### config.mk
export PLATFORM = sky130hd
export DESIGN_NAME = idiv_simd
export DESIGN_NICKNAME = d
export VERILOG_FILES = /design/src/common/div_instr_pkg.sv /design/src/common/div_types_pkg.sv /design/src/idiv/idiv_simd.sv /design/src/logic/lane_merge.sv /design/src/idiv/idiv_lane.sv
export SDC_FILE = /design/constraint.sdc
export NUM_CORES = 2
export LEC_CHECK = 0
export BUFFER_PORTS_ARGS = -buffer_cell sky130_fd_sc_hd__buf_4
export CAP_MARGIN = 5
export CORE_ASPECT_RATIO = 0.75
export CORE_MARGIN = 2
export CORE_UTILIZATION = 30
export DETAILED_ROUTE_END_ITERATION = 16
export SKIP_CTS_REPAIR_TIMING = 1
export SLEW_MARGIN = 20
export SYNTH_ARGS = -nofsm -noshare
export SYNTH_HDL_FRONTEND = slang
export SYNTH_SLANG_ARGS = --single-unit
export TNS_END_PERCENT = 5
### constraint.sdc
create_clock -name clk -period 4.2 [get_ports clk]
set_input_delay 0 -clock clk [delete_from_list [all_inputs] [get_ports clk]]
set_output_delay 0 -clock clk [all_outputs]
set_load 0.02 [all_outputs]
### src/common/div_instr_pkg.sv
// Divider instruction format
`default_nettype none

package div_instr_pkg;

	// Major opcodes handled by the divide unit
	// NOP passes the target through untouched
	typedef enum logic [6:0] {
		OP_NOP  = 7'h00,
		OP_DIV  = 7'h1C,
		OP_DIVU = 7'h1D
	} opcode_e;

	// Generic view where only the opcode is meaningful
	typedef struct packed {
		logic [24:0] payload;
		opcode_e opcode;
	} any_instr_t;

	// Divide format
	// The rem bit selects remainder instead of quotient
	typedef struct packed {
		logic [5:0] spare;
		logic [5:0] rs2;
		logic [5:0] rs1;
		logic [5:0] rd;
		logic rem;
		opcode_e opcode;
	} div_instr_t;

	// Both views overlay the same 32-bit instruction word
	typedef union packed {
		any_instr_t any;
		div_instr_t div;
	} instr_t;

endpackage

`default_nettype wire

### src/common/div_types_pkg.sv
// Divider datapath types
`default_nettype none

package div_types_pkg;

	// ======================================================================
	// Datapath geometry
	// ======================================================================

	// One machine word is carried on every data port
	localparam int DATA_W = 64;

	// Byte granularity of the copy mask and of the fault word
	localparam int BYTE_W = 8;
	localparam int NBYTES = DATA_W / BYTE_W;

	// Narrowest lane is a wyde, so at most four lanes share a word
	localparam int LANE_MIN_W = 16;
	localparam int NLANE_MAX = DATA_W / LANE_MIN_W;

	// Wyde, tetra and octa lane groups
	localparam int NGRP = 3;

	// Destination register number and register file write mask widths
	localparam int RD_W = 8;
	localparam int WE_W = NBYTES + 1;

	// ======================================================================
	// Control encodings
	// ======================================================================

	// Lane precision of the operation
	// The spare encoding is treated as a single octa lane
	typedef enum logic [1:0] {
		WYDE  = 2'd0,
		TETRA = 2'd1,
		OCTA  = 2'd2
	} prec_e;

	// Privilege level the instruction was issued at
	typedef enum logic [1:0] {
		OM_APP        = 2'd0,
		OM_SUPERVISOR = 2'd1,
		OM_HYPERVISOR = 2'd2,
		OM_SECURE     = 2'd3
	} om_e;

	// Fault codes reported per lane, one byte each
	localparam int FLT_W = 8;
	localparam logic [FLT_W-1:0] FLT_NONE = 8'h00;
	localparam logic [FLT_W-1:0] FLT_DBZ = 8'h22;

endpackage

`default_nettype wire
### src/idiv/idiv_simd.sv
// SIMD integer divide unit
`timescale 1ns/1ps
`default_nettype none

module idiv_simd (
	input wire clk,
	input wire rst,
	input wire ld_i,
	input wire div_instr_pkg::instr_t ir_i,
	input wire div_types_pkg::prec_e prc_i,
	input wire div_types_pkg::om_e om_i,
	input wire [div_types_pkg::RD_W-1:0] rd_i,
	input wire [div_types_pkg::DATA_W-1:0] a_i,
	input wire [div_types_pkg::DATA_W-1:0] b_i,
	input wire [div_types_pkg::DATA_W-1:0] t_i,
	input wire [div_types_pkg::NBYTES-1:0] cptgt_i,
	input wire z_i,
	output logic [div_types_pkg::DATA_W-1:0] o_o,
	output logic [div_types_pkg::DATA_W-1:0] exc_o,
	output logic div_done_o,
	output logic div_dbz_o,
	output logic [div_types_pkg::WE_W-1:0] we_o
);

	// Per group result, fault word and lane done levels
	// Group 0 is wyde, 1 is tetra, 2 is octa
	wire [div_types_pkg::DATA_W-1:0] res_g [div_types_pkg::NGRP];
	wire [div_types_pkg::DATA_W-1:0] exc_g [div_types_pkg::NGRP];
	wire [div_types_pkg::NLANE_MAX-1:0] done_g [div_types_pkg::NGRP];

	div_types_pkg::prec_e prc_r;
	logic [1:0] grp_sel;
	logic [div_types_pkg::DATA_W-1:0] res_sel;
	logic [div_types_pkg::DATA_W-1:0] exc_sel;
	logic grp_done;
	logic ld_seen_r;
	logic res_vld;
	logic [div_types_pkg::WE_W-1:0] we_r;

	// ======================================================================
	// Lane groups
	// ======================================================================

	// Every group runs on every load and the precision only picks the output
	for (genvar k = 0; k < div_types_pkg::NGRP; k++) begin : g_grp
		localparam int LW = div_types_pkg::LANE_MIN_W << k;
		localparam int NL = div_types_pkg::DATA_W / LW;

		for (genvar l = 0; l < NL; l++) begin : g_lane
			idiv_lane #(
				.W(LW)
			) u_lane (
				.clk(clk),
				.rst(rst),
				.ld_i(ld_i),
				.ir_i(ir_i),
				.a_i(a_i[l*LW +: LW]),
				.b_i(b_i[l*LW +: LW]),
				.res_o(res_g[k][l*LW +: LW]),
				.done_o(done_g[k][l]),
				.flt_o(exc_g[k][l*LW +: div_types_pkg::FLT_W])
			);

			// Fault code sits in the low byte of the lane and the rest reads zero
			assign exc_g[k][l*LW+div_types_pkg::FLT_W +: LW-div_types_pkg::FLT_W] = '0;
		end

		// Groups with fewer lanes tie the spare done bits high for the AND
		if (NL < div_types_pkg::NLANE_MAX) begin : g_pad
			assign done_g[k][div_types_pkg::NLANE_MAX-1:NL] = '1;
		end
	end

	// ======================================================================
	// Group selection
	// ======================================================================

	// Precision is held from the load so the caller may change it
	always_ff @(posedge clk) begin
		if (rst)
			prc_r <= div_types_pkg::OCTA;
		else if (ld_i)
			prc_r <= prc_i;
	end

	always_comb begin
		case (prc_r)
			div_types_pkg::WYDE: grp_sel = 2'd0;
			div_types_pkg::TETRA: grp_sel = 2'd1;
			// Octa and the unused code both land on the single wide lane
			default: grp_sel = 2'd2;
		endcase
		res_sel = res_g[grp_sel];
		exc_sel = exc_g[grp_sel];
		// A group is finished only when all of its lanes are
		grp_done = &done_g[grp_sel];
	end

	// Target merge and fault squash
	lane_merge u_merge (
		.clk(clk),
		.rst(rst),
		.ld_i(ld_i),
		.ir_i(ir_i),
		.t_i(t_i),
		.z_i(z_i),
		.cptgt_i(cptgt_i),
		.res_i(res_sel),
		.flt_i(exc_sel),
		.o_o(o_o),
		.exc_o(exc_o)
	);

	// ======================================================================
	// Status and write mask
	// ======================================================================

	// Results only count once a load has been taken since reset
	always_ff @(posedge clk) begin
		if (rst)
			ld_seen_r <= 1'b0;
		else if (ld_i)
			ld_seen_r <= 1'b1;
	end

	assign res_vld = ld_seen_r & grp_done;

	// Idle after reset since all lanes come up done
	assign div_done_o = ~ld_i & grp_done;
	assign div_dbz_o = |exc_o;

	// Which register file slices the result may update
	always_ff @(posedge clk) begin
		if (rst) begin
			we_r <= '0;
		end else if (ld_i) begin
			if (rd_i >= 8'd56 && rd_i <= 8'd63) begin
				// Upper registers are banked by privilege level
				case (om_i)
					div_types_pkg::OM_APP: we_r <= 9'h001;
					div_types_pkg::OM_SUPERVISOR: we_r <= 9'h003;
					div_types_pkg::OM_HYPERVISOR: we_r <= 9'h007;
					default: we_r <= 9'h1FF;
				endcase
			end else if (|rd_i) begin
				we_r <= 9'h1FF;
			end else begin
				// Register zero is never written
				we_r <= 9'h000;
			end
		end
	end

	assign we_o = (res_vld && !ld_i) ? we_r : '0;

endmodule

`default_nettype wire

### src/logic/lane_merge.sv
// Byte merge with target
`timescale 1ns/1ps
`default_nettype none

module lane_merge (
	input wire clk,
	input wire rst,
	input wire ld_i,
	input wire div_instr_pkg::instr_t ir_i,
	input wire [div_types_pkg::DATA_W-1:0] t_i,
	input wire z_i,
	input wire [div_types_pkg::NBYTES-1:0] cptgt_i,
	input wire [div_types_pkg::DATA_W-1:0] res_i,
	input wire [div_types_pkg::DATA_W-1:0] flt_i,
	output logic [div_types_pkg::DATA_W-1:0] o_o,
	output logic [div_types_pkg::DATA_W-1:0] exc_o
);

	localparam int BW = div_types_pkg::BYTE_W;

	// Context captured alongside the load
	logic [div_types_pkg::DATA_W-1:0] t_r;
	logic z_r;
	logic [div_types_pkg::NBYTES-1:0] cp_r;
	div_instr_pkg::opcode_e op_r;
	logic nop;

	always_ff @(posedge clk) begin
		if (rst) begin
			op_r <= div_instr_pkg::OP_NOP;
			cp_r <= '0;
			z_r <= 1'b0;
		end else if (ld_i) begin
			// Generic view is enough to spot a NOP
			op_r <= ir_i.any.opcode;
			cp_r <= cptgt_i;
			z_r <= z_i;
		end
	end

	always_ff @(posedge clk) begin
		if (ld_i)
			t_r <= t_i;
	end

	assign nop = op_r == div_instr_pkg::OP_NOP;

	// ======================================================================
	// Per byte select
	// ======================================================================

	always_comb begin
		for (int i = 0; i < div_types_pkg::NBYTES; i++) begin
			// NOP leaves the whole target as is
			if (nop)
				o_o[i*BW +: BW] = t_r[i*BW +: BW];
			// Copied bytes keep the target or clear it
			else if (cp_r[i])
				o_o[i*BW +: BW] = z_r ? '0 : t_r[i*BW +: BW];
			else
				o_o[i*BW +: BW] = res_i[i*BW +: BW];

			// Bytes that do not take the result cannot raise a fault
			if (nop || cp_r[i])
				exc_o[i*BW +: BW] = div_types_pkg::FLT_NONE;
			else
				exc_o[i*BW +: BW] = flt_i[i*BW +: BW];
		end
	end

endmodule

`default_nettype wire

### src/idiv/idiv_lane.sv
// Restoring divider lane
`timescale 1ns/1ps
`default_nettype none

module idiv_lane #(
	parameter int W = 16
) (
	input wire clk,
	input wire rst,
	input wire ld_i,
	input wire div_instr_pkg::instr_t ir_i,
	input wire [W-1:0] a_i,
	input wire [W-1:0] b_i,
	output logic [W-1:0] res_o,
	output logic done_o,
	output logic [div_types_pkg::FLT_W-1:0] flt_o
);

	// Counter must be able to hold the value W itself
	localparam int CW = $clog2(W + 1);

	// Quotient shifts in from the right while the dividend shifts out
	logic [W-1:0] q_r;
	logic [W-1:0] r_r;
	logic [W-1:0] d_r;
	logic [CW-1:0] cnt_r;
	logic busy_r;
	logic rem_r;
	logic neg_q_r;
	logic neg_r_r;
	logic dbz_r;

	logic sgn;
	logic neg_a;
	logic neg_b;
	logic [W-1:0] mag_a;
	logic [W-1:0] mag_b;
	logic [W:0] r_sh;
	logic [W:0] diff;
	logic fit;
	logic last;
	logic [W-1:0] q_fin;
	logic [W-1:0] r_fin;

	// ======================================================================
	// Operand conditioning and one restoring step
	// ======================================================================

	always_comb begin
		// Only the signed opcode treats the top bit as a sign
		sgn = ir_i.div.opcode == div_instr_pkg::OP_DIV;
		neg_a = sgn & a_i[W-1];
		neg_b = sgn & b_i[W-1];
		mag_a = neg_a ? -a_i : a_i;
		mag_b = neg_b ? -b_i : b_i;

		// Partial remainder picks up the next dividend bit
		r_sh = {r_r, q_r[W-1]};
		diff = r_sh - {1'b0, d_r};
		// Compare rather than borrow so a zero divisor still subtracts cleanly
		fit = r_sh >= {1'b0, d_r};
		last = cnt_r == CW'(W);

		// Truncation toward zero, remainder follows the dividend sign
		q_fin = neg_q_r ? -q_r : q_r;
		r_fin = neg_r_r ? -r_r : r_r;
	end

	// ======================================================================
	// Sequencing
	// ======================================================================

	always_ff @(posedge clk) begin
		if (rst) begin
			busy_r <= 1'b0;
			done_o <= 1'b1;
			cnt_r <= '0;
			rem_r <= 1'b0;
			neg_q_r <= 1'b0;
			neg_r_r <= 1'b0;
			dbz_r <= 1'b0;
			res_o <= '0;
			flt_o <= div_types_pkg::FLT_NONE;
		end else if (ld_i) begin
			// A load always restarts, even in the middle of a division
			busy_r <= 1'b1;
			done_o <= 1'b0;
			cnt_r <= '0;
			rem_r <= ir_i.div.rem;
			neg_q_r <= neg_a ^ neg_b;
			neg_r_r <= neg_a;
			dbz_r <= b_i == '0;
		end else if (busy_r) begin
			if (last) begin
				busy_r <= 1'b0;
				done_o <= 1'b1;
				// Divide by zero forces an all ones quotient
				// The remainder already equals the dividend in that case
				if (rem_r)
					res_o <= r_fin;
				else if (dbz_r)
					res_o <= '1;
				else
					res_o <= q_fin;
				flt_o <= dbz_r ? div_types_pkg::FLT_DBZ : div_types_pkg::FLT_NONE;
			end else begin
				cnt_r <= cnt_r + 1'b1;
			end
		end
	end

	// Shift registers of the restoring loop
	always_ff @(posedge clk) begin
		if (ld_i) begin
			q_r <= mag_a;
			r_r <= '0;
			d_r <= mag_b;
		end else if (busy_r && !last) begin
			r_r <= fit ? diff[W-1:0] : r_sh[W-1:0];
			q_r <= {q_r[W-2:0], fit};
		end
	end

endmodule

`default_nettype wire

Word-level counts from Yosys, hierarchy flattened:

Cells that the tools add are included.
W data, S select, Z words.

* word-level logic and storage cells: 404
* bits in registers: 985
* output and inout bits: 139
* input bits: 248

* $add $sub $neg: 42
* bitwise gates (word level): 23
* mux-type cells: 158
* reduce and logical (&&, ||, !) cells: 81
* eq/ne operators: 11
* $lt $le $gt $ge: 10

Operator list (number)
* $mux W64: 13
* $mux W16: 36
* $mux W32: 18
* $bmux W64 S2: 2
* $mux W8: 32
* $neg A16 Y16: 16
* $neg A32 Y32: 8
* $neg A64 Y64: 4
* $ge A17 B16 Y1: 4
* $ge A33 B32 Y1: 2
* $ge A65 B64 Y1: 1
* $logic_not A16 Y1: 4
* $logic_not A32 Y1: 2
* $logic_not A64 Y1: 1
* $reduce_or A64 Y1: 1
* $sub A16 B16 Y16: 4
* $sub A32 B32 Y32: 2
* $sub A64 B64 Y64: 1
* $mux W1: 42
* $mux W6: 7
* $reduce_bool A2 Y1: 21
* $reduce_and A2 Y1: 14
* $mux W9: 3
* $pmux W9 S3: 1
* other kinds (28): 86

Depth between registers and ports, before layout:

* word-level depth: 10
* mapped depth: 16
* mapped depth without buffers: 15

Modules after synthesis:

A second synthesis with hierarchy kept.

* cells, all modules: 7852
* area, all modules: 66852.9 µm²

Modules (own cells, without submodules)
* idiv_lane (g_grp[0].g_lane[0].u_lane ...): cells each 630, instances 4, sequential area each 1841.8 µm², area an instance 5331.4 µm²
* idiv_lane (g_grp[2].g_lane[0].u_lane): cells each 2435, instances 1, sequential area each 6686.4 µm², area an instance 20054.2 µm²
* idiv_lane (g_grp[1].g_lane[0].u_lane): cells each 1137, instances 1, sequential area each 3463.3 µm², area an instance 9690.5 µm²
* idiv_lane (g_grp[1].g_lane[1].u_lane): cells each 1126, instances 1, sequential area each 3463.3 µm², area an instance 9683.0 µm²
* lane_merge: cells each 285, instances 1, sequential area each 2242.2 µm², area an instance 3847.4 µm²
* idiv_simd: cells each 349, instances 1, sequential area each 140.1 µm², area an instance 2252.2 µm²

Least setup slack after synthesis:

No wires, ideal clock.

* path type: register to register
* from: reg g_grp[2].g_lane[0].u_lane.q_r[14]
* to: reg g_grp[2].g_lane[0].u_lane.res_o[51]
* buffers on the path: 2
* path slack: 0.092 ns
* clock period less this slack: 4.108 ns
* required time: 4.142 ns
* arrival time: 4.050 ns
* stages on the path, launching flop included: 14
* path through: edfxtp_1 > or4_4 > or3_4 > nor2_4 > or4b_1 > or4_1 > buf_2 > or4_4 > or3_1 > buf_2 > o31ai_4 > xor2_1 > a221oi_1 > a21o_1

* cells in the longest elaborated chain, start to end: 4

RTL lines
* from (decl): line idiv_lane.sv:23 `logic [W-1:0] q_r;`
* from (signal assigned): line idiv_lane.sv:115 `q_r <= mag_a;`
* from (signal assigned): line idiv_lane.sv:120 `q_r <= {q_r[W-2:0], fit};`
* $neg A64 Y64: line idiv_lane.sv:65 `q_fin = neg_q_r ? -q_r : q_r;`
* $mux W64: line idiv_lane.sv:65
* $mux W64: line idiv_lane.sv:101 `else if (dbz_r)`
* $mux W64: line idiv_lane.sv:99 `if (rem_r)`
* to (signal assigned): line idiv_lane.sv:100 `res_o <= r_fin;`
* to (signal assigned): line idiv_lane.sv:104 `res_o <= q_fin;`
* to (decl): line idiv_lane.sv:14 `output logic [W-1:0] res_o,`

Every way passes these cells.
A chain may end at the register's enable or synchronous reset.

Worst setup path in the final report:

Same ends and word-level chain as after synthesis.

==> metrics.cfg <==
[place]
place_hpwl_mm = 184
io_buffers = 306
dpl_worst_slack_ns = -0.00918
gp_congestion = 0.943

[setup_path]
crit_top_cell = or4_4
cp.arrival_ns = 4.74
slowest_delay_ns = 0.55
critPathRequiredTime_ns = 4.86
crit_family = simple AND/OR/NAND/NOR gates
start_kind = register
end_kind = register
slowest_stage = or4_4
cp_max_fo = 6
path_buf_inv = 0
crit_type = reg2reg
path_cells = or4_4, or3_4, nor2_4, or4b_1, or4_4, or4_4, or3_4, o31ai_4, xor2_1, a221oi_1, a21o_1

[logic_synthesis]
async_reset_ff_frac = 0
synthDistinctLibCells = 81
syn_inst = 7479
synth-edff-count = 445
ys_seq_area_frac = 0.368
post-synth-top-count-cell = nand2_1
yosysWarnings = 0
synth.top_cells.by_count = 851 x nand2_1, 783 x nor2_1, 622 x a21oi_1
synth_area_sq_mm = 0.0626
synth.area.top_cells = edfxtp_1 21%, dfxtp_1 15%, xor2_1 6.9%
yosys_register_bits = 928
synth_top_area_cell = edfxtp_1
synth_flop_cell = dfxtp_1
syn_area_per_cell_sq_um = 8.37
yosysTopAreaCellShare = 0.213

[drt]
drt.antenna.violating_nets = 0
viasPerCell = 5.43
drc = 0
drt_pass1_iterations = 7
drtIter0Drc = 6953
vias = 58700
totalWireLength_mm = 243
wl_per_cell_um = 22.5

[sta]
setup_violations = 0
skew_ns = 0.0392
whs_ns = 0.0235
max_freq_mhz = 245
fin_ws_ns = 0.125
finalCriticalPeriod_ns = 4.07
finalHoldViolCount = 0
final_max_slew_viol_count = 0
slew_headroom = 0.171
fin_crit_sh = 0.970
worst_pin_slew_ns = 1.24

[min_path]
hp-class = in2reg

[clock_network]
clockBufferDepth = 3
root_buffer = clkbuf_16
clkTransAtPathRegs_ns = 0.07
cts_buffers = 104
clock_latency_ns = 0.77
clock-sinks = 928
cts_tree = built
htree_levels = 3

[pwr]
pwr_density_cell_mw_per_mm2 = 355
peakVddDrop_v = 0.000307
p_leak_nw = 28.8
power.total_mw = 26.6

[die]
core_area_sq_mm = 0.208
die-area_sq_mm = 0.212
rows = 145
ios = 387
initial_core_util = 0.301
die_x_um = 531
die_h_um = 400

[global_route]
grtUsageTotal = 0.217
grt_pass1_vias = 53500
antenna_found_initial = 14
grt_pass1_wl_mm = 351
grt_max_degree = 198
grt_remaining_overflow = 0

[layout]
final.fill_count = 21200
drive_above_1_share = 0.102
nNetsFinal = 8405
syn_to_final_growth_pct = 19.7

[outcome]
status = finished, final reports clean

[job]
maxCapViolCount = 0

[final timing paths]
check	startpoint	to	slack (ns)	cells after the start
setup reg to reg	g_grp[2].g_lane[0].u_lane.q_r[14]$_DFFE_PP_	g_grp[2].g_lane[0].u_lane.res_o[51]$_SDFFE_PP0P_	0.13	11
hold / removal	cptgt_i[5]	u_merge.cp_r[5]$_SDFFE_PP0P_	0.02	4
setup / recovery	g_grp[2].g_lane[0].u_lane.q_r[14]$_DFFE_PP_	g_grp[2].g_lane[0].u_lane.res_o[51]$_SDFFE_PP0P_	0.13	11
hold reg to reg	we_r[1]$_SDFFE_PP0P_	we_r[1]$_SDFFE_PP0P_	0.44	2
[logic make-up after synthesis]
family	after synthesis	share of synthesized area
compound gates	1944	0.200
xor+xnor	865	0.121
fa+ha+maj	235	0.0478
buf+inv	889	0.0573
flops	928	0.368
mux	176	0.0285
other cells	1	0.0000599
simple gates	2441	0.177
[flip-flops by register name (all words and copies together), names as in the netlist, 8 cells and up]
signal / flops
g_grp.g_lane.u_lane.res_o: 192
g_grp.g_lane.u_lane.q_r: 192
u_merge.cp_r: 8
g_grp.g_lane.u_lane.r_r: 192
u_merge.t_r: 64
g_grp.g_lane.u_lane.cnt_r: 39
g_grp.g_lane.u_lane.d_r: 189
[worst register-to-register path: cells and delay by family, from the launching register on]
kind | cells | cell delay (ns)
AO/OA/AOI/OAI | 3 | 0.50
flip-flops | 1 | 0.39
AND/OR/NAND/NOR | 7 | 2.92
XOR/XNOR | 1 | 0.17
[cells in the final DEF (no fill, tap or decap), drive strengths merged, types with 228 or more instances in the layout]
| cell type | netlist | routed |
|---|---|---|
| nand2 | 851 | 851 |
| nor2 | 784 | 784 |
| a21oi | 622 | 622 |
| buf | 110 | 505 |
| xor2 | 496 | 496 |
| dfxtp | 483 | 483 |
| edfxtp | 445 | 445 |
| o21ai | 425 | 425 |
| xnor2 | 369 | 369 |
| inv | 346 | 356 |
| dlygate4sd3 | 0 | 320 |
| ha | 228 | 228 |
[through the flow]
| step | instance area, sq um | utilization | setup TNS (ns) | cells |
|---|---|---|---|---|
| floorplan | 62800 | - | 0 | 7534 |
| global placement | 68000 | 0.328 | -0.0351 | 10300 |
| detailed placement | 68100 | 0.328 | -0.0121 | 10300 |
| CTS | 71700 | 0.345 | -0.0334 | 10500 |
| global route | 74900 | 0.361 | -0.0619 | 10800 |
| finish | 74900 | 0.361 | 0 | 10800 |
[where the power goes]
| group | internal (mW) | switching, mW |
|---|---|---|
| combinational | 2.30 | 3.59 |
| sequential | 10.1 | 0.719 |
| clock | 5.60 | 4.29 |
[routing by layer]
| metal | track usage | part of all wire | vias up |
|---|---|---|---|
| met5 | 0 | 0.00013 | - |
| met4 | 0.0751 | 0.038 | 4 |
| met3 | 0.0352 | 0.079 | 354 |
| met2 | 0.344 | 0.45 | 2437 |
| met1 | 0.298 | 0.43 | 28400 |
| li1 | - | - | 27500 |
[layout make-up]
class	count	area, sq um	share of cell area
flip-flops and latches	928	23000	0.308
clock buffers	141	3100	0.0414
clock inverters	55	532	0.00710
well taps	2793	3490	0.0466
repair buffers	825	7120	0.0950
multi-input cells	5717	36300	0.485
diodes	2	5.00	0.0000668
inverters	346	1300	0.0173
No activity file was read; power rests on OpenSTA's default activity.
